--- config.mk ---
export PLATFORM = sky130hd
export DESIGN_NAME = pod_tag_client
export DESIGN_NICKNAME = d
export VERILOG_FILES = /design/src/verilog/pod_row_pkg.sv /design/src/verilog/pod_tag_client.sv
export SDC_FILE = /design/constraint.sdc
export NUM_CORES = 1
export LEC_CHECK = 0
export BUFFER_PORTS_ARGS = -buffer_cell sky130_fd_sc_hd__buf_2
export CAP_MARGIN = 20
export CELL_PAD_IN_SITES_DETAIL_PLACEMENT = 1
export CELL_PAD_IN_SITES_GLOBAL_PLACEMENT = 1
export CORE_AREA = 8 8 45 47
export DETAILED_ROUTE_END_ITERATION = 12
export DIE_AREA = 0 0 53 55
export PLACE_DENSITY = 0.38
export RECOVER_POWER = 50
export SLEW_MARGIN = 20
export SYNTH_ARGS = -nofsm -noshare
export SYNTH_HDL_FRONTEND = slang
export SYNTH_SLANG_ARGS = --single-unit
--- constraint.sdc ---
create_clock -name clk_i -period 1.1 [get_ports clk_i]
set_clock_uncertainty 0.05 [all_clocks]
set_input_delay 0 -clock clk_i [delete_from_list [all_inputs] [get_ports clk_i]]
set_output_delay 0 -clock clk_i [all_outputs]
set_load 0.05 [all_outputs]
--- src/verilog/pod_row_pkg.sv ---
`default_nettype none

package pod_row_pkg;

  // datapath widths
  localparam int data_width_gp = 32;
  localparam int addr_width_gp = 4;
  localparam int bank_id_width_gp = 2;
  localparam int src_tag_width_gp = 4;

  typedef enum logic {
    op_load  = 1'b0,
    op_store = 1'b1
  } op_e;

  typedef enum logic {
    status_ok     = 1'b0,
    status_denied = 1'b1
  } status_e;

  // request from the tile side, 43 bits
  typedef struct packed {
    op_e                         op;
    logic [bank_id_width_gp-1:0] bank;
    logic [addr_width_gp-1:0]    addr;
    logic [data_width_gp-1:0]    data;
    logic [src_tag_width_gp-1:0] src_tag;
  } req_s;

  // response back to the tile side, 37 bits
  typedef struct packed {
    logic [data_width_gp-1:0]    data;
    logic [src_tag_width_gp-1:0] src_tag;
    status_e                     status;
  } resp_s;

  // serial config payload
  // reset holds the whole row idle, write_protect turns stores away
  typedef struct packed {
    logic reset;
    logic write_protect;
  } tag_payload_s;

  localparam int tag_payload_width_gp = $bits(tag_payload_s);

endpackage

`default_nettype wire

--- src/verilog/pod_tag_client.sv ---
`timescale 1ns/10ps
`default_nettype none

module pod_tag_client (
  input  logic                       clk_i
  , input  logic                     reset_i
  , input  logic                     tag_v_i
  , input  logic                     tag_data_i
  , output pod_row_pkg::tag_payload_s payload_o
);

  localparam int width_lp = pod_row_pkg::tag_payload_width_gp;
  localparam int cnt_width_lp = (width_lp > 1) ? $clog2(width_lp) : 1;

  logic [width_lp-1:0]       shift_r;
  logic [cnt_width_lp-1:0]   cnt_r;
  logic                      commit_r;
  logic                      last_bit;
  pod_row_pkg::tag_payload_s payload_r;

  assign last_bit = tag_v_i & (cnt_r == cnt_width_lp'(width_lp - 1));

  // lsb first, so new bits enter at the top
  always_ff @(posedge clk_i) begin
    if (tag_v_i) begin
      shift_r <= width_lp'({tag_data_i, shift_r} >> 1);
    end
  end

  always_ff @(posedge clk_i) begin
    if (reset_i) begin
      cnt_r     <= '0;
      commit_r  <= 1'b0;
      payload_r <= '{reset: 1'b1, write_protect: 1'b0};
    end else begin
      commit_r <= last_bit;
      if (tag_v_i) begin
        cnt_r <= last_bit ? '0 : cnt_r + 1'b1;
      end
      // full payload lands one cycle after its last bit
      if (commit_r) begin
        payload_r <= pod_row_pkg::tag_payload_s'(shift_r);
      end
    end
  end

  assign payload_o = payload_r;

endmodule

`default_nettype wire

# Word level (Yosys, flattened, before mapping)
# Cells that the tools add are included.
dict set report classes {
  n_mux 1
  addsub 1
  bitwise 1
}
# cell count
set op_table {}
lappend op_table {{$add A1 B1 Y1 const B} 1}
lappend op_table {{$and A1 B1 Y1} 1}
lappend op_table {{$mux W1} 1}
dict set report word_totals {
  input_bits 4
  regBits 6
  output_inout_bits 2
}

# Depth between registers and ports, before layout
dict set report logic_depth {
  word_depth 2
  ltp_mapped 2
  mapped_depth_nobuf 2
}

# Least setup slack after synthesis
# Ideal clock, no wire load.
dict set report synth_path {
  path_kind {register -> register}
  from {reg, netlist name payload_o[1]}
  to {reg payload_r, in the netlist payload_o[1]}
  path_stages_with_launch 3
  arrival_time_ps 859
  period_less_slack_ps 1028
  required_time_ps 930
  setup_time_ps 120
  path_slack_ps 72
  cell_sequence {dfxtp_1 > nor2b_1 > a211o_1}
}
# element line_no
set synth_rtl {}
lappend synth_rtl {{to (signal assigned)} pod_tag_client.sv:34} ;# payload_r <= '{reset: 1'b1, write_protect: 1'b0};
lappend synth_rtl {{to (signal assigned)} pod_tag_client.sv:42} ;# payload_r <= pod_row_pkg::tag_payload_s'(shift_r);
lappend synth_rtl {{to (decl)} pod_tag_client.sv:19} ;# pod_row_pkg::tag_payload_s payload_r;

# Worst setup path after layout
dict set report layout_path {
  from {reg payload_r, in the netlist payload_o[0]}
  to {out payload_o[0] (netlist name)}
}
# element line_no
set layout_rtl {}
lappend layout_rtl {{to (decl)} pod_tag_client.sv:9} ;# , output pod_row_pkg::tag_payload_s payload_o
# No word-level cell between the ends.

==> metrics.md <==
| Metric | Value |
|---|---|
| Status | finished, final reports clean |
| Req. time, crit path | 1050 ps |
| Top-area cell type share of the netlist area | 0.424 |
| H-tree depth | 1 |
| Initial antenna violation count | 0 |
| Critical Path Start Type | flop |
| Tot GR Track Use | 0.0307 |
| Iter 0 DRT Violations | 2 |
| Critical Path, Cell by Cell | buf_2 |
| Final wirelength | around 350 um |
| Drt pass-1 iters | 2 |
| Insertion delay to the later sink of the worst-skew pair | 240 ps |
| Family with the most delay on the worst path | flip-flops |
| Vias | 135 |
| R2R depth | 1 |
| Num CTS Buffers | 3 |
| Yosys reg bits | 6 |
| First-pass GRT wire length | roughly 600 um |
| Worst path buffer plus inverter count | 1 |
| Number of routed nets with antenna violations | 0 |
| Post-route clock period utilization | 0.788 |
| Fmax | 1150 MHz |
| Fraction of layout instances using a drive strength above 1 | 0.269 |
| Pwr Total | 0.508 mW |
| Port bufs | 5 |
| # diodes | 0 |
| Io pins | 6 |
| Mapped Area | 189 um^2 |
| Chip width | 53 um |
| Worst Tran Pin Value | 252 ps |
| Buffer count from post-CTS setup fixing | 0 |
| Hold buffer count at CTS | 3 |
| Final Hold Fails | 0 |
| Clock sink count | 6 |
| RR Startpoint | shift_r[1] |
| # nets final | 31 |
| Leakage power | between 0.1 and 0.15 nW |
| Min-delay src | cnt_r |
| Fin crit period | 867 ps |
| Worst Hold Depth | 2 |
| Synth area leader | dfxtp_1 |
| Remaining global-route overflow | 0 |
| CTS tree | yes |
| DR WL/cell | about 8.4 um |
| Initial Utilization | 0.137 |
| Max VDD drop | 0.888 mV |
| Post-CTS resize count | 0 |
| Critical path arrival | 820 ps |
| Largest stage delay, worst path | 320 ps |
| Pins Over Slew Limit | 0 |
| Critical path type | reg -> out |
| Synth Area per Inst | ~13 um^2 |
| Critical-path top delay cell | dfxtp_1 |
| Critical Path Fanout Max | 2 |
| Max cap viols | 0 |
| Hold WC Path Type | reg -> reg |
| Drt via density | 3.21 |
| Clk root buf | clkbuf_4 |
| Hold Slack | between 300 and 400 ps |
| Unrepaired setup endpoints after global routing | false |
| Largest net degree at the start of global routing | 5 |
| Vias in the first global route | 149 |
| Sum of negative setup slack | 0 ps |
| R2r setup slk | between 200 and 300 ps |
| Critical R2R Capture | payload_o[1] |
| Chip Height | ~55 um |
| Max_slew headroom | 0.833 |
| Die area | 2920 um^2 |
| P per Cell Area | 1760 nW/um^2 |
| Clk buf depth | 2 |
| CTS clock-pin slew for the worst setup and hold paths | 50 ps |
| Critical path endpoint category | output port |
| Yosys warnings | 0 |
| Area Growth Syn to Fin | 53.0% |
| Syn_nets | 18 |
| # setup viols final | 0 |
| Row Count | 14 |
| Core ar. | roughly 1400 um^2 |
| Post-Layout Cell Count | between 40 and 50 |
| Post-route DRC violation count | 0 |
| Synth top area cells | dfxtp_1 (42%), edfxtp_1 (32%), nor2_1 (6.0%), mux2i_1 (5.3%), a211o_1 (4.6%) |
| Seq/Total Area, Yosys | 0.742 |
| Hold endpoint | commit_r |
| Placed Cells | 35 |
| Post-synthesis cell count | 14 |
| Yosys cell types | 8 |
| GPL Wtd Cong | between 0.5 and 0.6 |
==> cell type report <==
| type | count | area, um^2 |
|---|---|---|
| Fill cell | 156 | 1090 |
| Sequential cell | 6 | 140 |
| Timing Repair Buffer | 8 | 53.8 |
| Multi-Input combinational cell | 8 | 48.8 |
| Clock buffer | 4 | 26.3 |
| Tap cell | 16 | 20.0 |
==> metrics by stage <==
stage | util | instance area (um^2) | worst slack (ps)
finish | 0.209 | 289 | 233
global route | 0.209 | 289 | 179
CTS | 0.210 | 290 | 217
detailed placement | 0.169 | 234 | 275
global placement | 0.169 | 234 | 292
floorplan | - | 189 | 71.6
==> cell families after synthesis <==
kind of cell              share of synthesized area
AOI/OAI and AO/OA                            0.0464
xor gates and xnor gates                     0.0464
DFF                                           0.742
muxes                                        0.0530
and+or+nand+nor                               0.113
==> report_power, final <==
part | switching [mW] | total [mW] | internal [mW]
Clock | 0.0776 | 0.215 | 0.137
Combinational | 0.0221 | 0.0425 | 0.0204
Sequential | 0.00658 | 0.251 | 0.244
Total | 0.106 | 0.508 | 0.402
==> synthesized netlist by cell type, drive strengths merged <==
master,n
dfxtp,4
nor2,3
edfxtp,2
a211o,1
mux2i,1
nand2,1
nor2b,1
xnor2,1
==> flip-flops by register name (all words and copies together), names as in the netlist <==
register	count
shift_r	2
cnt_r	1
commit_r	1
payload_o	2
==> metal layers <==
metal | track usage | part of all wire
met4 | 0 | 0
met3 | 0.0508 | 0.20
met5 | 0 | 0
met1 | 0.0245 | 0.41
met2 | 0.0410 | 0.38
==> placed cells by master, fill, tap and decap left out, drive strengths merged <==
master / instances
xnor2: 1
buf: 4
dlygate4sd3: 3
nand2: 1
clkbuf: 5
nor2: 3
a211o: 1
edfxtp: 2
mux2i: 1
dfxtp: 4
nor2b: 1
==> worst max path at each step <==
stage,to,slack [ps],startpoint,cells past startpoint
floorplan,payload_o[1],70,payload_o[1],2
global placement,payload_o[1],290,shift_r[1],1
detailed placement,payload_o[1],280,shift_r[1],1
CTS,payload_o[0],220,payload_o[0],1
global route,cnt_r,180,tag_v_i,4
finish,payload_o[0],230,payload_o[0],1
(Power assumes the default switching activity.)
