**src/verilog/pod_row_pkg.sv**
```systemverilog
`default_nettype none

package pod_row_pkg;

  // datapath widths
  localparam int data_width_gp = 32;
  localparam int addr_width_gp = 4;
  localparam int bank_id_width_gp = 2;
  localparam int src_tag_width_gp = 4;

  typedef enum logic {
    op_load  = 1'b0,
    op_store = 1'b1
  } op_e;

  typedef enum logic {
    status_ok     = 1'b0,
    status_denied = 1'b1
  } status_e;

  // request from the tile side, 43 bits
  typedef struct packed {
    op_e                         op;
    logic [bank_id_width_gp-1:0] bank;
    logic [addr_width_gp-1:0]    addr;
    logic [data_width_gp-1:0]    data;
    logic [src_tag_width_gp-1:0] src_tag;
  } req_s;

  // response back to the tile side, 37 bits
  typedef struct packed {
    logic [data_width_gp-1:0]    data;
    logic [src_tag_width_gp-1:0] src_tag;
    status_e                     status;
  } resp_s;

  // serial config payload
  // reset holds the whole row idle, write_protect turns stores away
  typedef struct packed {
    logic reset;
    logic write_protect;
  } tag_payload_s;

  localparam int tag_payload_width_gp = $bits(tag_payload_s);

endpackage

`default_nettype wire

```
**src/verilog/pod_request_router.sv**
```systemverilog
`timescale 1ns/10ps
`default_nettype none

module pod_request_router #(
  parameter int num_banks_p = 4
) (
  input  logic                                        clk_i
  , input  logic                                      reset_i
  , input  logic                                      v_i
  , input  pod_row_pkg::op_e                          op_i
  , input  logic [pod_row_pkg::bank_id_width_gp-1:0]  bank_i
  , input  logic [pod_row_pkg::addr_width_gp-1:0]     addr_i
  , input  logic [pod_row_pkg::data_width_gp-1:0]     data_i
  , input  logic [pod_row_pkg::src_tag_width_gp-1:0]  src_tag_i
  , output logic                                      ready_o
  , output logic [num_banks_p-1:0]                    bank_v_o
  , output pod_row_pkg::op_e                          op_o
  , output logic [pod_row_pkg::addr_width_gp-1:0]     addr_o
  , output logic [pod_row_pkg::data_width_gp-1:0]     data_o
  , output logic [pod_row_pkg::src_tag_width_gp-1:0]  src_tag_o
  , input  logic [num_banks_p-1:0]                    bank_ready_i
);

  logic [num_banks_p-1:0] bank_onehot;
  logic [num_banks_p-1:0] valid_r;
  logic                   en_r;
  logic                   drain;
  logic                   accept;

  // bank ids past the last bank alias onto bank 0
  always_comb begin
    for (int i = 0; i < num_banks_p; i++) begin
      bank_onehot[i] = (int'(bank_i) == i);
    end
    if (bank_onehot == '0) begin
      bank_onehot[0] = 1'b1;
    end
  end

  assign drain   = |(valid_r & bank_ready_i);
  assign ready_o = en_r & (~(|valid_r) | drain);
  assign accept  = v_i & ready_o;

  always_ff @(posedge clk_i) begin
    if (reset_i) begin
      valid_r <= '0;
      en_r    <= 1'b0;
    end else begin
      en_r <= 1'b1;
      if (accept) valid_r <= bank_onehot;
      else if (drain) valid_r <= '0;
    end
  end

  always_ff @(posedge clk_i) begin
    if (accept) begin
      op_o      <= op_i;
      addr_o    <= addr_i;
      data_o    <= data_i;
      src_tag_o <= src_tag_i;
    end
  end

  assign bank_v_o = valid_r;

endmodule

`default_nettype wire

```
**config.mk**
```make
export PLATFORM = sky130hd
export DESIGN_NAME = pod_request_router
export DESIGN_NICKNAME = d
export VERILOG_FILES = /design/src/verilog/pod_row_pkg.sv /design/src/verilog/pod_request_router.sv
export SDC_FILE = /design/constraint.sdc
export NUM_CORES = 1
export LEC_CHECK = 0
export ABC_AREA = 1
export BUFFER_PORTS_ARGS = -buffer_cell sky130_fd_sc_hd__buf_2
export CAP_MARGIN = 10
export CORE_MARGIN = 1
export CORE_UTILIZATION = 30
export DETAILED_ROUTE_END_ITERATION = 12
export PLACE_DENSITY = 0.69
export SLEW_MARGIN = 5
export SYNTH_ARGS = -nofsm -noshare
export SYNTH_HDL_FRONTEND = slang
export SYNTH_SLANG_ARGS = --single-unit
```
**constraint.sdc**
```tcl
create_clock -name clk_i -period 2.02 [get_ports clk_i]
set_input_delay 0.404 -clock clk_i [delete_from_list [all_inputs] [get_ports clk_i]]
set_output_delay 0.404 -clock clk_i [all_outputs]
set_load 0.01 [all_outputs]
```
==> After elaboration in Yosys (flattened, before gate mapping) <==
Index checks and enable logic that the tools add are counted.
{ "op_classes": {"n_shift": 0, "mux": 4, "bitwise_logic": 5, "eq_ne": 3, "addsub": 0, "reduce_logical": 5, "n_lt_le_gt_ge": 0, "mul": 0, "div_mod_pow": 0} }
{ "op_table": {"columns": ["cell", "n"], "rows": [
  ["$mux 4", 2],
  ["$reduce_or 4->1", 2],
  ["$and 4x4->4", 1],
  ["$eq 2x2->1 const B", 2],
  ["$logic_not 4->1", 1],
  ["$and 1x1->1", 2],
  ["$eq 2x1->1 const B", 1],
  ["$logic_not 2->1", 1],
  ["$mux 1", 2],
  ["$reduce_bool 2->1", 1],
  ["$not 1->1", 1],
  ["$or 1x1->1", 1]
]} }
{ "totals": {"word_cells": 23, "latch_bits": 0, "mem_bits_rw": 0, "regBits": 46, "mem_bits_ro": 0, "n_memories": 0} }

==> Longest topological paths before layout <==
Gate-level depths: netlist of the first run.
{ "depth": {"depth_word": 6, "mapped_depth": 7, "depth_no_buf": 7} }

==> Worst setup path after synthesis of the first run <==
OpenSTA, ideal clock, no wires.
{ "synth_path": {"kind": "flip-flop to flip-flop", "startpoint": "reg valid_r[0], in the netlist bank_v_o[0]", "endpoint": "reg addr_o[0] in the netlist's numbering (enable)", "t_required_ns": 1.625, "arrival_ns": 1.593, "setup_slack_ns": 0.032, "period_less_slack_ns": 1.988, "stages_incl_launch_ff": 7, "path_cell_list": "dfxtp_1 > nand2_1 > nand2_1 > nor2_4 > nand2_4 > nand3_4 > inv_1"} }
{ "synth_via": {"elab_chain_cells": 5, "word_cells_on_any_way": 7} }
{ "synth_lines": {"columns": ["element", "line", "text"], "rows": [
  ["start, declared", "pod_request_router.sv:25", "logic [num_banks_p-1:0] valid_r;"],
  ["start signal, assigned", "pod_request_router.sv:50", "if (accept) valid_r <= bank_onehot;"],
  ["$and 4x4->4 or $reduce_or 4->1 (tied branches)", "pod_request_router.sv:40, pod_request_router.sv:41", null],
  ["$reduce_or 4->1 or $not 1->1 (tied branches)", "pod_request_router.sv:40, pod_request_router.sv:41", null],
  ["$or 1x1->1 (*)", "pod_request_router.sv:41", "assign ready_o = en_r & (~(|valid_r) | drain);"],
  ["$and 1x1->1 (*)", "pod_request_router.sv:41", null],
  ["$and 1x1->1 (*)", "pod_request_router.sv:42", "assign accept = v_i & ready_o;"],
  ["net accept", "pod_request_router.sv:28", "logic accept;"],
  ["end signal, assigned", "pod_request_router.sv:58", "addr_o <= addr_i;"],
  ["end, declared", "pod_request_router.sv:18", ", output logic [pod_row_pkg::addr_width_gp-1:0] addr_o"]
]} }
Mark *: on every way through the listed nets, which the timed path passes. The rest lies on a longest branch.
A chain may end at the register's enable or synchronous reset.

==> Worst setup path in the final report of the first run <==
{ "layout_path": {"startpoint": "reg valid_r[3], in the netlist bank_v_o[3]", "endpoint": "out ready_o"} }
{ "layout_via": {"elab_chain_cells": 4, "word_cells_on_any_way": 6} }
{ "layout_lines": {"columns": ["element", "line", "text"], "rows": [
  ["$and 4x4->4 or $reduce_or 4->1 (tied branches)", "pod_request_router.sv:40, pod_request_router.sv:41", null],
  ["$reduce_or 4->1 or $not 1->1 (tied branches)", "pod_request_router.sv:40, pod_request_router.sv:41", null],
  ["$or 1x1->1 (*)", "pod_request_router.sv:41", null],
  ["$and 1x1->1 (*)", "pod_request_router.sv:41", null],
  ["end, declared", "pod_request_router.sv:15", ", output logic ready_o"]
]} }
Every way passes the cells marked *; elsewhere a longest branch is shown, timed or not.

==> impl_metrics.csv, run 1 <==
group,metric,value,unit
clock_network,clk_path_buf_depth,2,
sta,hold_viol,0,
synthesis,yosys_warnings,0,
layout,nFillCells,440,
global_routing,first_global_vias,933,
setup_path,crit_chain,"nand2_1 > nand2_2 > nor2_4 > nand2_4 > nand2_1 > inv_1 > buf_2",
die,rows,25,
pwr,vdd_drop_max,0.0003461,V
clock_network,cts_setup_buffers,0,
layout,nNetsFinal,235,
sta,finalSetupViolCount,0,
setup_path,path_buf_inv,2,
global_routing,grt_pass1_wl,4450,um
setup_path,cp_top_family,"simple AND/OR/NAND/NOR gates",
clock_network,clk_latency,0.29,ns
clock_network,cts-root-buf,"clkbuf_8",
routing,num_vias,1040,
clock_network,path_clk_slew,0.08,ns
die,io-pin-count,96,
global_routing,grt-ovfl-total,0,
routing,drt_pass1_iterations,6,
place,dpl_cell_area,0.002088,sq mm
setup_path,cp-end-kind,"output port",
sta,period_share,83.46,%
routing,wire_per_inst,11.95,um
setup_path,cp_slowest_cell,"dfxtp_1",
synthesis,syn-num-nets,131,
hold_path,holdCritPathClass,"input pin to register",
setup_path,cp.required,1.62,ns
place,gp_congestion,0.7639,
place,hpwl,2387,um
sta,fmax,593.2,MHz
layout,syn2layout_area_growth,45.21,%
setup_path,critPathLaunchType,"register",
clock_network,cts_tree,"built",
global_routing,grt_start_max_net_pins,24,
sta,post-route-min-period,1.686,ns
sta,clock_skew,0.003037,ns
synthesis,synthDistinctLibCells,12,
die,die_w,73.04,um
layout,regArea,0.001331,sq mm
global_routing,antenna_found_initial,0,
setup_path,crit_type,"register to output port",
die,die_h,73.04,um
synthesis,synth_seq_area_share,87.93,%
synthesis,netlist_instances,81,
clock_network,clock-sinks,46,
setup_path,cpPeakStageDelay,0.35,ns
sta,tightest_slew,0.2863,ns
pwr,p_leak,0.0009665,uW
routing,drt-total-wl,3024,um
routing,routed_via_density,4.111,
sta,drv_slew,0,
clock_network,postCtsHoldBufs,0,
setup_path,crit_fanout,6,
clock_network,htree_levels,2,
routing,detail-route-antenna-nets,0,
sta,slew_headroom,80.91,%
layout,drive_gt1_share,58.60,%
synthesis,ys_seq_elements,46,
die,core,0.004786,sq mm
global_routing,gr-usage-all-layers,11.52,%
die,start_util,31.63,%
routing,drc,0,
clock_network,ctsResizeCount,0,
clock_network,cts_buffers,5,
die,die_area,0.005335,sq mm
sta,fin_tns_setup,0,ns
place,port_buffers,95,
layout,diodes,0,
sta,grt_setup_unrepaired,"false",
outcome,status,"finished, final reports clean",
run,cap_violations,0,
routing,first_iter_violations,39,
synthesis,syn_area,0.001514,sq mm
synthesis,avgSynthCellArea,18.69,sq um
layout,multi_input_area,160.2,sq um
pwr,powerDensity,861.8,mW/mm^2
setup_path,path_common_cell,"nand2_1",
layout,final_area,0.002198,sq mm
setup_path,crit_arrival,1.28,ns
[layout make-up]
class,count,share of cell area [%]
timing repair buffer,97,22.31
multi-input combinational,29,7.285
sequential,46,60.56
clock buffer,8,5.009
tap,67,3.813
inverter,6,1.024
[power breakdown]
group	switching, uW	total, uW	internal [uW]
Sequential	13.8	1100	1090
Combinational	92.8	168	75.3
Clock	277	622	345
Total	384	1890	1510
[cells by family (layout without fill, tap and decap cells)]
kind of cell	count (synthesis)	in the layout	synth area share, %
AOI/OAI and AO/OA	4	4	1.322
buffers and inverters	6	111	1.487
DFF	46	46	87.93
and+or+nand+nor	25	25	9.257
[worst paths after layout]
kind / start / cells after the start / to / slack [ns]
hold / removal: data_i[2] / 1 / data_o[2] / 0.29
setup / recovery: bank_v_o[3] / 7 / ready_o / 0.33
setup reg to reg: bank_v_o[1] / 7 / data_o[22] / 0.51
hold reg to reg: bank_v_o[0] / 2 / bank_v_o[0] / 0.53
[placed cells by master (no fill, tap or decap)]
master and n:
buf_4 2, buf_2 95, nand3_1 4, nor2_1 5
a21oi_1 4, inv_1 6, dfxtp_1 5, nand2_2 1
nand2_4 1, nand2_1 8, nor2_4 1, nand4_1 4
edfxtp_1 41, nand3_4 1, clkbuf_8 8
[through the flow]
step | std cells | total power [uW] | utilization [%] | hold WS (ns) | setup WS, ns
finish | 253 | 1895 | 45.93 | 0.2868 | 0.3341
global route | 253 | 1983 | 45.93 | 0.2652 | 0.2419
CTS | 253 | 1919 | 45.93 | 0.2742 | 0.3165
detailed placement | 245 | 1298 | 43.63 | 0.5192 | 0.4378
global placement | 245 | 1292 | 43.63 | 0.5252 | 0.4733
floorplan | 81 | 1194 | - | 0.4605 | 0.03164
[sequential cells by signal, indices dropped and copies added, names as in the netlist]
name,cells
op_o,1
data_o,32
bank_v_o,4
src_tag_o,4
en_r,1
addr_o,4
[synthesized netlist by cell type]
cell type	n	share of area, %
a21oi_1	4	1.3
nand3_4	1	1.2
nand3_1	4	1.3
nand2_2	1	0.41
nor2_1	5	1.2
dfxtp_1	5	6.6
nand2_1	8	2.0
edfxtp_1	41	81
inv_1	6	1.5
nand4_1	4	1.7
nor2_4	1	0.74
nand2_4	1	0.74
[metal layers]
metal | part of all wire (%) | GRT usage, % | vias up
met5 | 0 | 0 | -
met4 | 0.79 | 4.575 | 0
li1 | - | - | 504
met2 | 52 | 19.24 | 52
met1 | 38 | 12.39 | 480
met3 | 9.5 | 5.801 | 4
Note: power is estimated with default switching activity, not from simulation.
==> run 2: changes to the inputs <==
--- a/config.mk
+++ b/config.mk
@@ -5,13 +5,13 @@
 export SDC_FILE = /design/constraint.sdc
 export NUM_CORES = 1
 export LEC_CHECK = 0
-export ABC_AREA = 1
+export ABC_AREA = 0
 export BUFFER_PORTS_ARGS = -buffer_cell sky130_fd_sc_hd__buf_2
 export CAP_MARGIN = 10
 export CORE_MARGIN = 1
 export CORE_UTILIZATION = 30
 export DETAILED_ROUTE_END_ITERATION = 12
-export PLACE_DENSITY = 0.69
+export PLACE_DENSITY = 0.7
 export SLEW_MARGIN = 5
 export SYNTH_ARGS = -nofsm -noshare
 export SYNTH_HDL_FRONTEND = slang
==> constraint.sdc (replaced) <==
create_clock -name clk_i -period 1.4 [get_ports clk_i]
set_input_delay 0.28 -clock clk_i [delete_from_list [all_inputs] [get_ports clk_i]]
set_output_delay 0.28 -clock clk_i [all_outputs]
set_load 0.01 [all_outputs]
==> impl_metrics.csv, run 2 <==
group,metric,value,unit
setup_path,cp.required,1.12,ns
synthesis,syn_area,0.001459,sq mm
place,hpwl,2175,um
sta,setup_ws,-0.6170,ns
clock_network,clk_path_buf_depth,2,
setup_path,crit_chain,"buf_6 > a22o_1 > or3_4 > buf_6 > and2_4 > buf_6",
sta,tightest_slew,0.6621,ns
setup_path,crit_fanout,2,
clock_network,clock-sinks,46,
layout,largest-register,"data_o",
synthesis,ys_seq_elements,46,
sta,post-route-min-period,2.017,ns
sta,period_share,144.1,%
synthesis,synth.top_cell.area_share,84.39,%
routing,wire_per_inst,14.02,um
synthesis,async_flop_share,0,%
synthesis,synth_top_area_cell,"edfxtp_1",
global_routing,first_global_vias,1037,
global_routing,grt_start_max_net_pins,15,
layout,syn2layout_area_growth,64.24,%
layout,largest_reg_flops,32,
routing,drt-total-wl,3420,um
setup_path,rrSetupSlack,-0.51,ns
pwr,p_leak,0.001068,uW
layout,nNetsFinal,239,
global_routing,use_met3,5.345,%
clock_network,postCtsHoldBufs,0,
layout,nFillCells,404,
layout,layout_common_cells,"93 x buf_2, 41 x edfxtp_1, 11 x buf_4",
routing,first_iter_violations,61,
setup_path,crit_arrival,1.74,ns
outcome,status,"complete, but fails checks",
routing,detail-route-antenna-nets,0,
global_routing,grt_pass1_wl,4830,um
routing,drt_pass1_iterations,4,
run,cap_violations,0,
sta,fin_hold_ws,0.1585,ns
die,core,0.004692,sq mm
setup_path,cp_top_family,"simple AND/OR/NAND/NOR gates",
setup_path,r2r_end,"data_o[22]",
setup_path,cpPeakStageDelay,0.40,ns
setup_path,r2r_cells,7,
setup_path,cp_slowest_cell,"or3_4",
routing,routed_via_density,4.504,
routing,num_vias,1099,
hold_path,hp-start,"src_tag_i[3]",
hold_path,holdCritPathClass,"input pin to register",
place,dpl_cell_area,0.002072,sq mm
setup_path,critPathLaunchType,"register",
synthesis,synthFlopType,"edfxtp_1",
sta,fmax,495.8,MHz
global_routing,antenna_found_initial,0,
place,place_ws,-0.6307,ns
place,gp_congestion,0.7103,
layout,drive_gt1_share,68.95,%
layout,final_common_cell,"buf_2",
die,rows,25,
setup_path,path_common_cell,"buf_6",
die,io-pin-count,96,
global_routing,top_usage_layer,"met2",
synthesis,synth_area_leaders,"edfxtp_1 84%, dfxtp_1 6.9%, a22o_1 3.6%",
synthesis,synth_seq_area_share,91.25,%
synthesis,synth_common_cells,"41 x edfxtp_1, 6 x a22o_1, 5 x dfxtp_1",
sta,drv_slew,0,
clock_network,clk_latency,0.29,ns
die,start_util,31.09,%
die,die_w,71.74,um
setup_path,cp-startpoint,"bank_v_o[2]",
global_routing,grt-ovfl-total,0,
place,port_buffers,95,
setup_path,path_buf_inv,3,
clock_network,cts_buffers,5,
hold_path,min_to,"src_tag_o[3]",
clock_network,cts-root-buf,"clkbuf_8",
layout,regArea,0.001334,sq mm
clock_network,cts_tree,"built",
synthesis,yosysMostFrequentCell,"edfxtp_1",
layout,diodes,0,
layout,multi_input_area,209.0,sq um
layout,final_area,0.002396,sq mm
outcome,violations,"negative setup slack",
synthesis,syn-num-nets,114,
sta,slew_headroom,55.75,%
die,die_area,0.005146,sq mm
clock_network,path_clk_slew,0.08,ns
die,die_h,71.74,um
global_routing,gr-usage-all-layers,12.90,%
routing,drc,0,
global_routing,met2_usage,23.17,%
sta,grt_setup_unrepaired,"true",
sta,clock_skew,0.004586,ns
global_routing,use_met1,13.80,%
sta,finalSetupViolCount,46,
synthesis,yosys_warnings,0,
setup_path,crit_type,"register to output port",
synthesis,synthDistinctLibCells,11,
synthesis,synth-edff-count,41,
synthesis,netlist_instances,64,
pwr,vdd_drop_max,0.0004851,V
sta,hold_viol,0,
hold_path,whs_path_depth,1,
setup_path,r2r_start,"bank_v_o[2]",
setup_path,cp-end-kind,"output port",
clock_network,htree_levels,2,
synthesis,avgSynthCellArea,22.80,sq um
pwr,powerDensity,1219,mW/mm^2
run 2: layout make-up:
class	count	area share [%]
Clock inverter	2	1.567
Timing Repair Buffer	113	28.04
Sequential cell	46	55.67
Multi-Input combinational cell	22	8.721
Tap cell	54	2.820
Inverter	1	0.1567
Clock buffer	6	3.029
run 2: metal layers:
metal  part of all wire [%]  wire length [um]
met2                     51              1743
met1                     38              1304
met5                      0                 0
met4                    1.3                43
met3                    9.6               328
run 2: worst register-to-register path: cells and delay by family (launching register included):
kind            cells  cell delay (ns)
buf+inv             4             0.56
simple gates        2             0.54
flops               1             0.33
compound gates      1             0.24
run 2: metrics by stage:
step / instances / util, % / power [uW] / setup TNS [ns]
final: 244 / 51.07 / 2920 / -19.05
after global routing: 244 / 51.07 / 3035 / -21.50
after CTS: 239 / 49.17 / 2903 / -13.39
after detailed placement: 221 / 44.16 / 1891 / -26.59
after global placement: 221 / 44.16 / 1887 / -26.18
after floorplan: 64 / - / 1725 / -18.12
run 2: worst max path at each step:
stage | cells past startpoint | slack, ns | to
floorplan | 3 | -0.44 | addr_o[0]
global placement | 3 | -0.62 | data_o[9]
detailed placement | 3 | -0.63 | data_o[14]
CTS | 6 | -0.61 | ready_o
global route | 6 | -0.67 | ready_o
finish | 6 | -0.62 | ready_o
run 2: kinds of logic (layout without fill, tap and decap cells):
| group | after synthesis | in the layout | synth area share (%) |
|---|---|---|---|
| simple gates | 11 | 16 | 4.889 |
| compound gates | 6 | 6 | 3.602 |
| buf+inv | 1 | 122 | 0.2570 |
| flops | 46 | 46 | 91.25 |
run 2: power by group:
| group | switching, uW | total, uW | internal, uW |
|---|---|---|---|
| combinational | 167 | 375 | 208 |
| clock | 416 | 948 | 532 |
| sequential | 18.7 | 1600 | 1580 |
| total | 602 | 2920 | 2320 |
run 2: repair_timing:
action	CTS	global route
gates cloned	4	2
pin swaps	7	3
endpoints found under the setup margin	46	46
hold endpoints to repair	0	0
buffers inserted	6	6
gates resized for setup	10	7
==> run 3: changes to the inputs <==
--- a/config.mk
+++ b/config.mk
@@ -5,13 +5,13 @@
 export SDC_FILE = /design/constraint.sdc
 export NUM_CORES = 1
 export LEC_CHECK = 0
-export ABC_AREA = 0
+export ABC_AREA = 1
 export BUFFER_PORTS_ARGS = -buffer_cell sky130_fd_sc_hd__buf_2
 export CAP_MARGIN = 10
 export CORE_MARGIN = 1
 export CORE_UTILIZATION = 30
 export DETAILED_ROUTE_END_ITERATION = 12
-export PLACE_DENSITY = 0.7
+export PLACE_DENSITY = 0.69
 export SLEW_MARGIN = 5
 export SYNTH_ARGS = -nofsm -noshare
 export SYNTH_HDL_FRONTEND = slang
==> impl_metrics.csv, run 3 (synthesis gave the netlist of run 1 again) <==
group,metric,value,unit
outcome,status,"complete, but fails checks",
outcome,violations,"negative setup slack",
sta,hold_viol,0,
global_routing,grt_start_max_net_pins,26,
clock_network,clk_latency,0.30,ns
sta,setup_ws,-0.03838,ns
setup_path,crit_arrival,1.16,ns
die,die_h,73.04,um
global_routing,use_met3,5.249,%
routing,routed_via_density,4.135,
sta,slew_headroom,82.48,%
routing,drt-total-wl,3060,um
clock_network,clock-sinks,46,
routing,drt_pass1_iterations,3,
pwr,powerDensity,1321,mW/mm^2
die,rows,25,
global_routing,antenna_found_initial,0,
global_routing,first_global_vias,985,
layout,layout_common_cells,"95 x buf_2, 41 x edfxtp_1, 6 x nand2_1, 6 x clkbuf_8, 6 x buf_4",
run,cap_violations,0,
die,die_w,73.04,um
layout,diodes,0,
global_routing,use_met1,12.84,%
global_routing,met2_usage,18.52,%
setup_path,crit_type,"register to output port",
routing,first_iter_violations,28,
layout,final_core_util,48.37,%
routing,drc,0,
clock_network,path_clk_slew,0.08,ns
pwr,p_leak,0.001008,uW
global_routing,grt_pass1_wl,4416,um
sta,drv_slew,0,
routing,detail-route-antenna-nets,0,
clock_network,cts_tree,"built",
setup_path,crit_fanout,4,
place,port_buffers,95,
routing,num_vias,1071,
clock_network,postCtsHoldBufs,0,
place,place_ws,0.02265,ns
hold_path,holdCritPathClass,"input pin to register",
layout,nNetsFinal,241,
sta,finalSetupViolCount,42,
global_routing,top_usage_layer,"met2",
pwr,vdd_drop_max,0.0005460,V
die,io-pin-count,96,
setup_path,critPathLaunchType,"register",
layout,largest-register,"data_o",
layout,final_common_cell,"buf_2",
setup_path,cp.required,1.12,ns
layout,syn2layout_area_growth,52.89,%
sta,clock_skew,0.007750,ns
sta,tightest_slew,0.2625,ns
setup_path,cp-end-kind,"output port",
sta,post-route-min-period,1.438,ns
place,gp_congestion,0.6584,
die,die_area,0.005335,sq mm
layout,drive_gt1_share,63.54,%
clock_network,htree_levels,2,
routing,wire_per_inst,11.81,um
layout,nFillCells,454,
place,place_inst,247,
clock_network,cts-root-buf,"clkbuf_8",
sta,grt_setup_unrepaired,"true",
sta,fmax,695.2,MHz
clock_network,cts_buffers,5,
layout,fin_cells,259,
sta,fin_tns_setup,-0.6589,ns
global_routing,grt-ovfl-total,0,
global_routing,gr-usage-all-layers,11.52,%
clock_network,clk_path_buf_depth,2,
die,start_util,31.63,%
pwr,p_total,3058,uW
die,core,0.004786,sq mm
layout,largest_reg_flops,32,
sta,period_share,102.7,%
==> run 3: timing repair <==
item	CTS	global route
buffers inserted	3	1
setup endpoints to repair	7	42
pin swaps	4	2
hold endpoints to repair	0	0
gates resized for setup	3	0
==> run 3: per-layer routing <==
metal / wire [um] / vias to the layer above
met4: 61 / 0
li1: - / 518
met1: 1244 / 492
met3: 266 / 7
met5: 0 / -
met2: 1486 / 54
==> run 3: per-stage QoR <==
step	area [sq um]	hold slack, ns
3_5_place_dp	2137	0.4586
6_report	2315	0.1524
2_1_floorplan	1523	0.3365
4_1_cts	2307	0.1444
5_1_grt	2315	0.1352
3_3_place_gp	2137	0.4579
==> run 3: worst max-delay path: stages (launching register included) <==
cell and delay [ns]:
dfxtp_2 0.34, nand2_1 0.07, nand2_2 0.06, nor2_4 0.13, nand2_4 0.06, nand2_2 0.05, inv_1 0.03, buf_2 0.12
==> run 3: report_power, final <==
group          switching [uW]  total (uW)  internal, uW
registers                19.2        1590          1570
clock network             425        1190           761
logic                     144         280           136
total                     588        3060          2470
==> run 3: final timing paths <==
check | startpoint | end | slack (ns) | depth (start not counted)
max reg2reg | bank_v_o[1] | data_o[9] | -0.03 | 7
max | bank_v_o[0] | ready_o | -0.04 | 7
min | src_tag_i[3] | src_tag_o[3] | 0.15 | 1
min reg2reg | bank_v_o[2] | bank_v_o[2] | 0.51 | 2
==> run 3: final cells by class <==
| cell class | count | area, sq um | area share (%) |
|---|---|---|---|
| Sequential cell | 46 | 1336 | 57.73 |
| Inverter | 6 | 26.28 | 1.135 |
| Clock buffer | 6 | 82.58 | 3.568 |
| Clock inverter | 2 | 60.06 | 2.595 |
| Timing Repair Buffer | 103 | 560.5 | 24.22 |
| Multi-Input combinational cell | 29 | 165.2 | 7.135 |
| Tap cell | 67 | 83.83 | 3.622 |
